$ cat src/hw/x86_mem_defs.svh
// Widths assume a 16-bit word bus with two byte lanes and a 20-bit physical space, no wrap rules
`ifndef X86_MEM_DEFS_SVH
`define X86_MEM_DEFS_SVH

// ========================================
// Data and address widths
// ========================================

// Offsets, segment values and data words share one width
`define X86_OFFSET_W 16

// Physical byte address, the bus carries bits 19 down to 1
`define X86_PADDR_W 20

// ========================================
// Register file sizes
// ========================================

`define X86_NUM_SEG   4   // ES, CS, SS, DS style set
`define X86_SEG_IDX_W 2   // Index into the segment set

`define X86_REG_TAG_W 3   // Destination register index

`endif

$ cat src/hw/x86_mem_pkg.sv
// Shared command, bus and write-back types, field widths come from x86_mem_defs.svh
`include "x86_mem_defs.svh"

package x86_mem_pkg;

  // ========================================
  // Operations
  // ========================================

  typedef enum logic [1:0] {
    mem_read  = 2'd0,
    mem_write = 2'd1,
    io_read   = 2'd2,
    io_write  = 2'd3
  } mem_op_e;

  // ========================================
  // Command port payload
  // ========================================

  typedef struct packed {
    mem_op_e                     op;
    logic                        is_8bit;   // Byte access, else word
    logic [`X86_SEG_IDX_W-1:0]   seg_sel;   // Ignored for I/O
    logic [`X86_REG_TAG_W-1:0]   dest_tag;
    logic [`X86_OFFSET_W-1:0]    offset;    // Port number for I/O
    logic [`X86_OFFSET_W-1:0]    wdata;
  } mem_cmd_t;

  // Memory bus outputs
  typedef struct packed {
    logic [`X86_PADDR_W-1:1]     addr;      // Word address, or port number for I/O
    logic [`X86_OFFSET_W-1:0]    wdata;
    logic [1:0]                  bytesel;   // Bit 1 is the high byte lane
    logic                        wr_en;
    logic                        io;
    logic                        access;
  } bus_req_t;

  // Register write-back
  typedef struct packed {
    logic [`X86_REG_TAG_W-1:0]   tag;
    logic [`X86_OFFSET_W-1:0]    data;
  } wb_t;

endpackage

$ cat src/hw/load_store_unit.sv
// One access at a time, unaligned words split into two byte cycles, byte loads are zero-extended
`timescale 1ns/10ps
`include "x86_mem_defs.svh"

module load_store_unit (
  input  logic                      clk,
  input  logic                      reset,
  // Memory address register
  input  logic                      write_addr,
  input  logic [`X86_OFFSET_W-1:0]  addr_in,
  // Memory data register
  input  logic                      write_data,
  input  logic [`X86_OFFSET_W-1:0]  data_in,
  // Orders
  input  logic                      mem_read,
  input  logic                      mem_write,
  input  logic                      io,
  input  logic                      is_8bit,
  input  logic [`X86_OFFSET_W-1:0]  segment,
  // Memory bus
  output x86_mem_pkg::bus_req_t     bus,
  input  logic [`X86_OFFSET_W-1:0]  bus_rdata,
  input  logic                      bus_ack,
  // Result
  output logic [`X86_OFFSET_W-1:0]  data_out,
  output logic                      done
);

  typedef enum logic [2:0] {
    IDLE,
    WAIT_FIRST,   // High byte of a split word at the lower address
    SECOND,       // Raise the second byte cycle
    WAIT_LAST,
    FINISH
  } lsu_state_e;

  lsu_state_e state;

  logic [`X86_OFFSET_W-1:0] mar;
  logic [`X86_OFFSET_W-1:0] mdr;

  logic                     unaligned;
  logic                     split;
  logic                     high_lane;
  logic [`X86_PADDR_W-1:1]  mem_word_addr;
  logic [`X86_PADDR_W-1:1]  io_word_addr;
  logic [1:0]               first_sel;
  logic [`X86_OFFSET_W-1:0] first_wdata;

  // ========================================
  // Address and lane decisions
  // ========================================

  assign unaligned = mar[0] & ~io;        // I/O ports are never split
  assign split     = unaligned & ~is_8bit;
  assign high_lane = unaligned & is_8bit;

  // Segment times 16 plus offset, shifted down to a word address
  assign mem_word_addr = {segment, 3'b000} + {4'b0000, mar[`X86_OFFSET_W-1:1]};
  assign io_word_addr  = {3'b000, mar};   // Port number as is

  always_comb begin
    if (unaligned) begin
      first_sel   = 2'b10;
      first_wdata = {mdr[7:0], 8'h00};
    end else if (is_8bit) begin
      first_sel   = 2'b01;
      first_wdata = {8'h00, mdr[7:0]};
    end else begin
      first_sel   = 2'b11;
      first_wdata = mdr;
    end
  end

  // ========================================
  // Bus state machine
  // ========================================

  always_ff @(posedge clk or posedge reset) begin
    if (reset) begin
      state <= IDLE;
      bus   <= '0;
      done  <= 1'b0;
    end else begin
      case (state)
        IDLE: begin
          // Wait out the register load cycle before using mar
          if ((mem_read | mem_write) && !write_addr) begin
            bus.addr    <= io ? io_word_addr : mem_word_addr;
            bus.io      <= io;
            bus.wr_en   <= mem_write;
            bus.bytesel <= first_sel;
            bus.wdata   <= mem_write ? first_wdata : '0;
            bus.access  <= 1'b1;
            state       <= split ? WAIT_FIRST : WAIT_LAST;
          end
        end

        WAIT_FIRST: begin
          if (bus_ack) begin
            bus.access  <= 1'b0;
            bus.wr_en   <= 1'b0;
            bus.bytesel <= 2'b00;
            bus.wdata   <= '0;
            bus.addr    <= bus.addr + 1'b1;  // Next word holds the upper byte
            state       <= SECOND;
          end
        end

        SECOND: begin
          bus.access  <= 1'b1;
          bus.wr_en   <= mem_write;
          bus.bytesel <= 2'b01;
          bus.wdata   <= mem_write ? {8'h00, mdr[15:8]} : '0;
          state       <= WAIT_LAST;
        end

        WAIT_LAST: begin
          if (bus_ack) begin
            bus   <= '0;     // Quiet bus between accesses
            done  <= 1'b1;
            state <= FINISH;
          end
        end

        FINISH: begin
          done  <= 1'b0;
          state <= IDLE;     // Orders are already low here
        end

        default: begin
          bus   <= '0;
          done  <= 1'b0;
          state <= IDLE;
        end
      endcase
    end
  end

  // ========================================
  // Address and data registers
  // ========================================

  always_ff @(posedge clk) begin
    if (write_addr) begin
      mar <= addr_in;
    end
  end

  // Load data lands here and is packed lane by lane
  always_ff @(posedge clk) begin
    if (write_data) begin
      mdr <= data_in;
    end else if (bus_ack && mem_read) begin
      if (state == WAIT_FIRST) begin
        mdr[7:0] <= bus_rdata[15:8];
      end else if (state == WAIT_LAST) begin
        if (split) begin
          mdr[15:8] <= bus_rdata[7:0];
        end else if (high_lane) begin
          mdr <= {8'h00, bus_rdata[15:8]};
        end else if (is_8bit) begin
          mdr <= {8'h00, bus_rdata[7:0]};
        end else begin
          mdr <= bus_rdata;
        end
      end
    end
  end

  assign data_out = mdr;

endmodule

$ cat src/hw/load_writeback.sv
// Completion becomes a one-cycle write-back for loads or a store-done pulse for stores
`timescale 1ns/10ps
`include "x86_mem_defs.svh"

module load_writeback (
  input  logic                      clk,
  input  logic                      reset,
  // From the load/store unit and decode
  input  logic                      done,
  input  logic                      is_read,
  input  logic [`X86_REG_TAG_W-1:0] dest_tag,
  input  logic [`X86_OFFSET_W-1:0]  data_out,
  // Register file side
  output logic                      wb_valid,
  output x86_mem_pkg::wb_t          wb,
  output logic                      store_done
);

  // ========================================
  // Result pulses
  // ========================================

  always_ff @(posedge clk or posedge reset) begin
    if (reset) begin
      wb_valid   <= 1'b0;
      store_done <= 1'b0;
    end else begin
      wb_valid   <= done & is_read;
      store_done <= done & ~is_read;   // Covers I/O writes too
    end
  end

  // Tag and data captured with the pulse
  always_ff @(posedge clk) begin
    if (done && is_read) begin
      wb.tag  <= dest_tag;
      wb.data <= data_out;
    end
  end

endmodule

$ cat src/hw/mem_cmd_decode.sv
// Accepts one command at a time, a strobe while busy is dropped, orders stay up until done
`timescale 1ns/10ps
`include "x86_mem_defs.svh"

module mem_cmd_decode (
  input  logic                      clk,
  input  logic                      reset,
  // Command port
  input  logic                      cmd_valid,
  input  x86_mem_pkg::mem_cmd_t     cmd,
  output logic                      busy,
  // Completion from the load/store unit
  input  logic                      done,
  // Address and data register loads
  output logic                      write_addr,
  output logic [`X86_OFFSET_W-1:0]  addr_in,
  output logic                      write_data,
  output logic [`X86_OFFSET_W-1:0]  data_in,
  // Orders and access attributes
  output logic                      mem_read,
  output logic                      mem_write,
  output logic                      io,
  output logic                      is_8bit,
  output logic [`X86_SEG_IDX_W-1:0] seg_sel,
  // Held for the write-back stage
  output logic                      is_read,
  output logic [`X86_REG_TAG_W-1:0] dest_tag
);

  logic accept;

  assign accept = cmd_valid & ~busy;

  // ========================================
  // Control levels
  // ========================================

  always_ff @(posedge clk or posedge reset) begin
    if (reset) begin
      busy       <= 1'b0;
      write_addr <= 1'b0;
      write_data <= 1'b0;
      mem_read   <= 1'b0;
      mem_write  <= 1'b0;
      io         <= 1'b0;
    end else begin
      write_addr <= accept; // One-cycle register loads
      write_data <= accept;
      if (accept) begin
        busy <= 1'b1;
        case (cmd.op)
          x86_mem_pkg::mem_read: begin
            mem_read  <= 1'b1;
            mem_write <= 1'b0;
            io        <= 1'b0;
          end
          x86_mem_pkg::mem_write: begin
            mem_read  <= 1'b0;
            mem_write <= 1'b1;
            io        <= 1'b0;
          end
          x86_mem_pkg::io_read: begin
            mem_read  <= 1'b1;
            mem_write <= 1'b0;
            io        <= 1'b1;
          end
          default: begin
            mem_read  <= 1'b0;
            mem_write <= 1'b1;
            io        <= 1'b1;
          end
        endcase
      end else if (done) begin
        busy      <= 1'b0;
        mem_read  <= 1'b0;
        mem_write <= 1'b0;
        io        <= 1'b0;
      end
    end
  end

  // Command payload, held for the whole access
  always_ff @(posedge clk) begin
    if (accept) begin
      addr_in  <= cmd.offset;
      data_in  <= cmd.wdata;
      is_8bit  <= cmd.is_8bit;
      seg_sel  <= cmd.seg_sel;
      dest_tag <= cmd.dest_tag;
      is_read  <= (cmd.op == x86_mem_pkg::mem_read) | (cmd.op == x86_mem_pkg::io_read);
    end
  end

endmodule

$ cat src/hw/mem_subsystem_top.sv
// Single outstanding access, commands strobed while busy is high are ignored
`timescale 1ns/10ps
`include "x86_mem_defs.svh"

module mem_subsystem_top (
  input  logic                      clk,
  input  logic                      reset,
  // Command port
  input  logic                      cmd_valid,
  input  x86_mem_pkg::mem_cmd_t     cmd,
  output logic                      busy,
  // Segment register writes
  input  logic                      seg_wr,
  input  logic [`X86_SEG_IDX_W-1:0] seg_wr_idx,
  input  logic [`X86_OFFSET_W-1:0]  seg_wr_data,
  // Memory bus
  output x86_mem_pkg::bus_req_t     bus,
  input  logic [`X86_OFFSET_W-1:0]  bus_rdata,
  input  logic                      bus_ack,
  // Results
  output logic                      wb_valid,
  output x86_mem_pkg::wb_t          wb,
  output logic                      store_done
);

  logic                      write_addr;
  logic [`X86_OFFSET_W-1:0]  addr_in;
  logic                      write_data;
  logic [`X86_OFFSET_W-1:0]  data_in;
  logic                      mem_read;
  logic                      mem_write;
  logic                      io;
  logic                      is_8bit;
  logic [`X86_SEG_IDX_W-1:0] seg_sel;
  logic [`X86_OFFSET_W-1:0]  segment;
  logic                      is_read;
  logic [`X86_REG_TAG_W-1:0] dest_tag;
  logic [`X86_OFFSET_W-1:0]  data_out;
  logic                      done;

  // ========================================
  // Decode, segments, execute, result
  // ========================================

  mem_cmd_decode mem_cmd_decode_inst (
    .clk        (clk),
    .reset      (reset),
    .cmd_valid  (cmd_valid),
    .cmd        (cmd),
    .busy       (busy),
    .done       (done),
    .write_addr (write_addr),
    .addr_in    (addr_in),
    .write_data (write_data),
    .data_in    (data_in),
    .mem_read   (mem_read),
    .mem_write  (mem_write),
    .io         (io),
    .is_8bit    (is_8bit),
    .seg_sel    (seg_sel),
    .is_read    (is_read),
    .dest_tag   (dest_tag)
  );

  seg_reg_file seg_reg_file_inst (
    .clk         (clk),
    .reset       (reset),
    .seg_wr      (seg_wr),
    .seg_wr_idx  (seg_wr_idx),
    .seg_wr_data (seg_wr_data),
    .seg_sel     (seg_sel),
    .segment     (segment)
  );

  load_store_unit load_store_unit_inst (
    .clk        (clk),
    .reset      (reset),
    .write_addr (write_addr),
    .addr_in    (addr_in),
    .write_data (write_data),
    .data_in    (data_in),
    .mem_read   (mem_read),
    .mem_write  (mem_write),
    .io         (io),
    .is_8bit    (is_8bit),
    .segment    (segment),
    .bus        (bus),
    .bus_rdata  (bus_rdata),
    .bus_ack    (bus_ack),
    .data_out   (data_out),
    .done       (done)
  );

  load_writeback load_writeback_inst (
    .clk        (clk),
    .reset      (reset),
    .done       (done),
    .is_read    (is_read),
    .dest_tag   (dest_tag),
    .data_out   (data_out),
    .wb_valid   (wb_valid),
    .wb         (wb),
    .store_done (store_done)
  );

endmodule

$ cat src/hw/seg_reg_file.sv
// Four segment registers cleared by reset, a write in the same cycle as a read returns the old value
`timescale 1ns/10ps
`include "x86_mem_defs.svh"

module seg_reg_file (
  input  logic                      clk,
  input  logic                      reset,
  // Write port
  input  logic                      seg_wr,
  input  logic [`X86_SEG_IDX_W-1:0] seg_wr_idx,
  input  logic [`X86_OFFSET_W-1:0]  seg_wr_data,
  // Read port
  input  logic [`X86_SEG_IDX_W-1:0] seg_sel,
  output logic [`X86_OFFSET_W-1:0]  segment
);

  logic [`X86_OFFSET_W-1:0] seg_q [`X86_NUM_SEG];

  // ========================================
  // Register array
  // ========================================

  always_ff @(posedge clk or posedge reset) begin
    if (reset) begin
      for (int i = 0; i < `X86_NUM_SEG; i++) begin
        seg_q[i] <= '0;
      end
    end else if (seg_wr) begin
      seg_q[seg_wr_idx] <= seg_wr_data;
    end
  end

  // Combinational read for the address adder
  assign segment = seg_q[seg_sel];

endmodule

$ cat config.mk
export PLATFORM = sky130hd
export DESIGN_NAME = mem_subsystem_top
export DESIGN_NICKNAME = d
export VERILOG_FILES = /design/src/hw/x86_mem_pkg.sv /design/src/hw/load_store_unit.sv /design/src/hw/load_writeback.sv /design/src/hw/mem_cmd_decode.sv /design/src/hw/mem_subsystem_top.sv /design/src/hw/seg_reg_file.sv
export VERILOG_INCLUDE_DIRS = /design/src /design/src/hw
export SDC_FILE = /design/constraint.sdc
export NUM_CORES = 1
export LEC_CHECK = 0
export BUFFER_PORTS_ARGS = -buffer_cell sky130_fd_sc_hd__buf_2
export CORE_MARGIN = 3
export CORE_UTILIZATION = 61
export CTS_CLUSTER_DIAMETER = 100
export DETAILED_ROUTE_END_ITERATION = 16
export GPL_TIMING_DRIVEN = 1
export PLACE_DENSITY = 0.92
export SLEW_MARGIN = 20
export SYNTH_ARGS = -nofsm -noshare
export SYNTH_HDL_FRONTEND = slang
export SYNTH_SLANG_ARGS = --single-unit
export TNS_END_PERCENT = 50
$ cat constraint.sdc
create_clock -name clk -period 6 [get_ports clk]
set_clock_uncertainty 0.1 [all_clocks]
set_input_delay 0.6 -clock clk [delete_from_list [all_inputs] [get_ports clk]]
set_output_delay 0.6 -clock clk [all_outputs]
set_load 0.005 [all_outputs]
==> impl_metrics.csv, run 1 <==
group,metric,value,unit
status,outcome,"completed",
sta,fin_crit,3460,ps
floorplan,die_h,130,µm
synthesis,yosys_warnings,0,
synthesis,synth_cells,705,
critical_path,crit_buf_inv,1,
cells_and_area,final_cell_area,0.0108,mm²
synthesis,synth.area.top_cells,"dfrtp_1, edfxtp_1, mux2_2",
floorplan,start_util,63.1,%
critical_path,r2r-start,"mem_cmd_decode_inst.seg_sel[0]$_DFFE_PP_",
routing,first_pass_iters,7,
sta,worst_slew_pin_slew,983,ps
clocking,ctsHoldBuffers,0,
critical_path,crit_chain,"buf_4 > mux4_2 > ha_1 > a21oi_1 > a21boi_0 > o221a_2 > a21oi_1 > xor2_1 > o21ai_1",
grt,grt_max_degree,67,
critical_path,endpoint,"load_store_unit_inst.bus[36]$_DFFE_PP0P_",
clocking,clock_tree.root_cell,"clkbuf_16",
critical_path,reg2reg_to,"load_store_unit_inst.bus[36]$_DFFE_PP0P_",
critical_path,crit_type,"flip-flop to flip-flop",
critical_path,path_max_fanout,9,
critical_path,cp.depth,9,
critical_path,r2r_cells,9,
cells_and_area,syn_to_final_growth,16.2,%
clocking,cts-resized-gates,0,
grt,gr-usage-all-layers,26.2,%
critical_path,critical-path-max-stage-delay,720,ps
synthesis,yosysSeqAreaShare,59.9,%
place,gp_congestion,0.932,
sta,setup_tns,0,ps
clocking,clock_latency,490,ps
pwr,ir_drop,269,µV
cells_and_area,drive_above_1_share,32.4,%
critical_path,crit_family,"compound AO/OA/AOI/OAI gates",
pwr,p_leak,4.56,nW
grt,antenna_found_initial,1,
flow_run,cap_viol_max_count,0,
clocking,cts_tree,"done",
floorplan,io-pin-count,141,
critical_path,cp-startpoint,"mem_cmd_decode_inst.seg_sel[0]$_DFFE_PP_",
routing,avgRoutedWirePerCell,21.2,µm
pwr,power,0.00488,W
grt,grt_overflow_total,0,
clocking,cts_buffer_depth,3,
sta,rsz0062_at_grt,"no",
clocking,htreeDepth,1,
routing,num_vias,6644,
floorplan,die_area,0.0168,mm²
routing,ant_nets,0,
routing,drc,0,
critical_path,cp_data_required_time,6250,ps
sta,finalCritPeriodShare,57.7,%
sta,hold_viol_final,0,
synthesis,synth_top_area_cell,"dfrtp_1",
synthesis,synth_top_area_share,30.9,%
clocking,cts.sinks,205,
critical_path,slowest_stage,"edfxtp_1",
synthesis,synth_fp_nets,798,
sta,fin_ws,2540,ps
clocking,post_cts_buffers,0,
routing,drt-total-wl,22.2,mm
place,hpwl,15.1,mm
synthesis,synth_async_sr_flop_share,56.1,%
critical_path,cp.arrival,3710,ps
routing,vias_per_cell,6.36,
place,dp_slack,2590,ps
place,placed_cell_area,0.0101,mm²
routing,drtIter0Drc,600,
grt,grt_pass1_vias,6556,
floorplan,core-area,0.0148,mm²
sta,setup_violations,0,
floorplan,dieWidth,130,µm
cells_and_area,nNetsFinal,937,
clocking,cts-buffers-inserted,20,
synthesis,avgSynthCellArea,13.2,µm²
place,port_buffers,140,
sta,maxSlewHeadroom,34.2,%
critical_path,end_kind,"flip-flop",
sta,drv_slew,0,
synthesis,synth_area,0.00932,mm²
sta,fmax,289,MHz
critical_path,reg2reg_slack,2540,ps
synthesis,synth.distinct_cells,73,
synthesis,synthFlopType,"dfrtp_1",
worst_hold_path,worstHoldPathType,"input pin to asynchronous set/reset pin",
critical_path,start_kind,"flip-flop",
floorplan,core.rowCount,44,
grt,grt_pass1_wl,34.4,mm
critical_path,cpMostUsedCell,"a21oi_1",
synthesis,synth_edf_count,90,
pwr,cellPowerDensity,451,mW/mm²
synthesis,ys_ff_latch,205,
clocking,clkTransAtPathRegs,60,ps
-- synth_stat cells, types with 3 or more instances --
| cell | n |
|---|---|
| dfrtp_1 | 115 |
| edfxtp_1 | 90 |
| nand2_1 | 72 |
| o21ai_0 | 66 |
| mux2_2 | 65 |
| nor2_1 | 28 |
| mux2i_1 | 27 |
| a21oi_1 | 17 |
| mux4_2 | 16 |
| clkbuf_1 | 13 |
| ha_1 | 13 |
| inv_1 | 11 |
| xnor2_1 | 11 |
| nand3_1 | 10 |
| a22oi_1 | 9 |
| buf_2 | 9 |
| nand4_1 | 8 |
| o31ai_1 | 8 |
| a221oi_1 | 6 |
| a31oi_1 | 6 |
| a211oi_1 | 5 |
| a21o_1 | 5 |
| and2_1 | 5 |
| and3_1 | 4 |
| nand3b_1 | 4 |
| nor4_1 | 4 |
| o21bai_1 | 4 |
| o22ai_1 | 4 |
| xor2_1 | 4 |
| a22o_1 | 3 |
| buf_4 | 3 |
| nand2b_1 | 3 |
| nor2b_1 | 3 |
| nor3_1 | 3 |
-- layer usage --
layer	up-vias	global-route usage [%]	share of wire, %
met5	-	0	0
met4	0	8.50	2.5
met3	53	4.41	7.2
met2	320	45.1	51
met1	3324	34.1	39
li1	2947	-	-
-- state kept, by name, summed over array words and instances (netlist names), 2 cells and up --
signal	flops
mem_cmd_decode_inst.addr_in	16
load_writeback_inst.wb	19
load_store_unit_inst.state	3
seg_reg_file_inst.seg_q	64
mem_cmd_decode_inst.seg_sel	2
load_store_unit_inst.mar	16
mem_cmd_decode_inst.data_in	16
load_store_unit_inst.data_out	16
load_store_unit_inst.bus	40
mem_cmd_decode_inst.dest_tag	3
-- per-stage QoR --
stage	std cells	hold slack, ps	utilization [%]
2_1_floorplan	705	296	-
3_3_place_gp	1006	301	68.8
3_5_place_dp	1006	305	68.8
4_1_cts	1042	171	73.3
5_1_grt	1043	171	73.3
6_report	1044	179	73.4
-- report_power, final --
part	leakage, nW	switching (W)	internal [W]
logic	1.94	0.000832	0.000614
clock network	0.326	0.000522	0.000739
registers	2.30	0.000320	0.00186
-- cells by family (layout without fill, tap and decap cells) --
group                    after synthesis  after routing  synth area share [%]
AO/OA/AOI/OAI                        160            160                  11.1
XOR/XNOR                              15             15                  1.41
buffers and inverters                 41            194                  2.07
other                                  0              2                     0
multiplexers                         108            108                  14.6
AND/OR/NAND/NOR                      162            162                  8.91
flip-flops                           205            205                  59.9
adder cells (fa/ha/maj)               14             14                  1.96
-- worst min-delay path by stage --
stage / from / endpoint / slack, ps
floorplan: mem_cmd_decode_inst.is_read$_DFFE_PP_ / load_writeback_inst.store_done$_DFF_PP0_ / 300
global placement: mem_cmd_decode_inst.addr_in[13]$_DFFE_PP_ / load_store_unit_inst.mar[13]$_DFFE_PP_ / 300
detailed placement: mem_cmd_decode_inst.addr_in[3]$_DFFE_PP_ / load_store_unit_inst.mar[3]$_DFFE_PP_ / 300
CTS: cmd[21] / mem_cmd_decode_inst.addr_in[5]$_DFFE_PP_ / 170
global route: cmd[0] / mem_cmd_decode_inst.data_in[0]$_DFFE_PP_ / 170
finish: reset / load_writeback_inst.wb_valid$_DFF_PP0_ / 180
-- placed cells by master, fill, tap and decap left out, types with 3 or more instances in the layout --
cell type / n
buf_2: 140
dfrtp_1: 115
edfxtp_1: 90
nand2_1: 72
o21ai_0: 66
mux2_2: 65
nor2_1: 28
mux2i_1: 27
clkbuf_16: 22
a21oi_1: 17
mux4_2: 16
ha_1: 13
xnor2_1: 11
nand3_1: 10
inv_1: 9
a22oi_1: 9
nand4_1: 8
o31ai_1: 8
a221oi_1: 6
a31oi_1: 6
buf_4: 6
a21o_1: 5
a211oi_1: 5
and2_1: 5
xor2_1: 4
o22ai_1: 4
o21bai_1: 4
nor4_1: 4
and3_1: 4
nand3b_1: 4
nor3_1: 3
nor2b_1: 3
nand2b_1: 3
a22o_1: 3
clkbuf_1: 3
-- area by class of cell --
cell class                 instances  area (µm²)
antenna                            2        5.00
multi-input combinational        459        3540
timing repair buffer             146         746
fill                             930        3930
clock buffer                      27         589
clock inverter                     9        82.6
sequential                       205        5580
tap                              184         230
inverter                          12        47.5
Note: power is estimated with default switching activity, not from simulation.
==> run 2, diff against run 1 <==
--- a/config.mk
+++ b/config.mk
@@ -8,11 +8,11 @@
 export LEC_CHECK = 0
 export BUFFER_PORTS_ARGS = -buffer_cell sky130_fd_sc_hd__buf_2
 export CORE_MARGIN = 3
-export CORE_UTILIZATION = 61
+export CORE_UTILIZATION = 52
 export CTS_CLUSTER_DIAMETER = 100
 export DETAILED_ROUTE_END_ITERATION = 16
 export GPL_TIMING_DRIVEN = 1
-export PLACE_DENSITY = 0.92
+export PLACE_DENSITY = 0.84
 export SLEW_MARGIN = 20
 export SYNTH_ARGS = -nofsm -noshare
 export SYNTH_HDL_FRONTEND = slang
==> constraint.sdc (replaced) <==
create_clock -name clk -period 2.89 [get_ports clk]
set_clock_uncertainty 0.1 [all_clocks]
set_input_delay 0.289 -clock clk [delete_from_list [all_inputs] [get_ports clk]]
set_output_delay 0.289 -clock clk [all_outputs]
set_load 0.005 [all_outputs]
==> run 2 against run 1 <==
Compared with the run above:
- wire length is 12% higher
- non-clock buffer count is 82 higher
- register-to-register slack worse by 2600 ps
- fmax is 17% higher
- sequential cell count stayed put
- largest power group unchanged
- sequential power is 110% higher
- global-route usage is 1.4 points lower
- utilization is 5.3 points lower
- final cell count is 12% higher
- critical path type unchanged
- highest routed layer unchanged
- combinational power is 140% higher
- the run now ends with setup timing left
- sequential share of layout area is 4.5 points lower
- hold slack worse by 130 ps
==> impl_metrics.csv, run 2 (synthesis gave the netlist of run 1 again) <==
group,metric,value,unit
status,outcome,"finished, violations left",
status,violations,"setup timing",
sta,drv_slew,0,
critical_path,cp_data_required_time,3160,ps
floorplan,core-area,0.0174,mm²
grt,grt_overflow_total,0,
cells_and_area,nNetsFinal,1021,
critical_path,end_kind,"flip-flop",
cells_and_area,n_fill_cell,1135,
critical_path,crit_type,"flip-flop to flip-flop",
cells_and_area,reg_top3,"seg_reg_file_inst.seg_q (64), load_store_unit_inst.bus (40), load_writeback_inst.wb (19)",
critical_path,r2r-start,"mem_cmd_decode_inst.seg_sel[0]$_DFFE_PP_",
routing,drt-total-wl,24.8,mm
floorplan,start_util,53.5,%
routing,vias_per_cell,5.91,
floorplan,io-pin-count,141,
clocking,clock_tree.root_cell,"clkbuf_16",
critical_path,reg2reg_to,"load_store_unit_inst.bus[30]$_DFFE_PP0P_",
cells_and_area,final-instance-count-excl-fill,1170,
floorplan,dieWidth,140,µm
sta,setup_violations,2,
pwr,cellPowerDensity,917,mW/mm²
grt,met1_usage,34.3,%
clocking,cts_tree,"done",
flow_run,cap_viol_max_count,0,
worst_hold_path,hold_path_depth,2,
critical_path,cp.arrival,3240,ps
cells_and_area,max_flop_register,"seg_reg_file_inst.seg_q",
clocking,clock_latency,500,ps
clocking,cts.sinks,205,
place,hpwl,15.5,mm
pwr,p_leak,4.98,nW
place,dp_cells,1067,
sta,worst_slew_pin_slew,889,ps
worst_hold_path,min_from,"bus_ack",
pwr,ir_drop,563,µV
critical_path,reg2reg_slack,-70,ps
grt,antenna_found_initial,1,
sta,finalCritPeriodShare,102,%
clocking,htreeDepth,1,
cells_and_area,drive_above_1_share,34.7,%
pwr,power,0.0109,W
sta,maxSlewHeadroom,40.6,%
routing,drtIter0Drc,872,
grt,grt_pass1_wl,38.7,mm
worst_hold_path,worstHoldPathType,"input pin to flip-flop",
cells_and_area,syn_to_final_growth,27.3,%
grt,grt_max_degree,67,
sta,fin_crit,2960,ps
grt,grt_pass1_vias,6868,
routing,ant_nets,0,
grt,grt_use_met3,4.33,%
sta,rsz0062_at_grt,"yes",
place,port_buffers,140,
sta,fin_ws,-71.2,ps
floorplan,die_h,140,µm
place,gp_congestion,0.908,
routing,first_pass_iters,7,
routing,num_vias,6918,
floorplan,die_area,0.0196,mm²
floorplan,core.rowCount,48,
critical_path,path_max_fanout,4,
clocking,cts-buffers-inserted,22,
grt,grt.busiest_layer,"met2",
cells_and_area,largest_reg_flops,64,
cells_and_area,final_cell_mix,"buf_2, dfrtp_1, edfxtp_1",
routing,drc,0,
critical_path,start_kind,"flip-flop",
sta,fmax,338,MHz
grt,gr-usage-all-layers,24.8,%
critical_path,r2r_cells,11,
clocking,clkTransAtPathRegs,70,ps
routing,avgRoutedWirePerCell,21.2,µm
clocking,cts_buffer_depth,3,
grt,grt_use_met2,40.8,%
worst_hold_path,hold_end,"load_store_unit_inst.state[0]$_DFFE_PP0P_",
sta,hold_viol_final,0,
cells_and_area,final_common_cell,"buf_2",
==> run 2: cell count changes in the layout (fill, tap and decap cells not counted), sizes merged, moves of 2 or more <==
cell,before,now
clkbuf,27,36
clkinv,6,4
dlygate4sd3,0,55
buf,146,173
==> run 2: critical path, stage by stage (launching register included) <==
cell and delay, ps:
edfxtp_1 450, mux4_2 560, ha_4 190, inv_2 60, fa_2 230, nor2b_4 50
o31a_1 280, buf_4 160, o21a_1 190, or3_1 300, a31oi_1 190, o21ai_1 80
==> run 2: worst max path at each step <==
stage / cells past startpoint / from / end / slack, ps
floorplan: 10 / mem_cmd_decode_inst.seg_sel[0]$_DFFE_PP_ / load_store_unit_inst.bus[34]$_DFFE_PP0P_ / -150
finish: 11 / mem_cmd_decode_inst.seg_sel[0]$_DFFE_PP_ / load_store_unit_inst.bus[30]$_DFFE_PP0P_ / -70
detailed placement: 10 / mem_cmd_decode_inst.seg_sel[0]$_DFFE_PP_ / load_store_unit_inst.bus[34]$_DFFE_PP0P_ / -120
global route: 11 / mem_cmd_decode_inst.seg_sel[0]$_DFFE_PP_ / load_store_unit_inst.bus[30]$_DFFE_PP0P_ / -150
CTS: 10 / mem_cmd_decode_inst.seg_sel[0]$_DFFE_PP_ / load_store_unit_inst.bus[37]$_DFFE_PP0P_ / -5
global placement: 10 / mem_cmd_decode_inst.seg_sel[0]$_DFFE_PP_ / load_store_unit_inst.bus[34]$_DFFE_PP0P_ / 7
==> run 2: stage by stage <==
step	hold WS [ps]	setup slack, ps	cell area, µm²	util, %	setup TNS (ps)
2_1_floorplan	288	-145	9320	-	-373
3_3_place_gp	89.2	6.94	10300	59.4	0
3_5_place_dp	88.8	-117	10300	59.4	-165
4_1_cts	1.97	-4.72	11700	67.4	-4.72
5_1_grt	36.8	-154	11900	68.1	-682
6_report	43.6	-71.2	11900	68.1	-80.7
==> run 2: cell type report <==
type	instances	area [µm²]	area share (%)
inverters	12	48.8	0.412
flip-flops and latches	205	5580	47.1
repair buffers	228	1510	12.8
diodes	1	2.50	0.0211
multi-input cells	459	3680	31.1
clock inverters	4	18.8	0.158
well taps	225	282	2.37
clock buffers	36	728	6.14
==> run 2: what timing repair did <==
| item | in CTS | in global routing |
|---|---|---|
| pin swaps | 3 | 17 |
| endpoints found under the setup margin | 3 | 11 |
| gates resized for setup | 11 | 27 |
| hold buffers | 55 | 0 |
| setup buffers | 4 | 3 |
| endpoints found under the hold margin | 116 | 0 |
==> run 2: where the power goes <==
| part | total (W) | leakage (nW) | switching (W) | internal [W] |
|---|---|---|---|---|
| clock | 0.00284 | 0.370 | 0.00112 | 0.00172 |
| combinational | 0.00352 | 2.31 | 0.00193 | 0.00159 |
| sequential | 0.00451 | 2.30 | 0.000647 | 0.00386 |
==> run 2: per-layer routing <==
| layer | share of wire, % | wire length [µm] |
|---|---|---|
| met5 | 0 | 0 |
| met4 | 3.1 | 758 |
| met3 | 7.3 | 1810 |
| met2 | 48 | 12000 |
| met1 | 41 | 10200 |
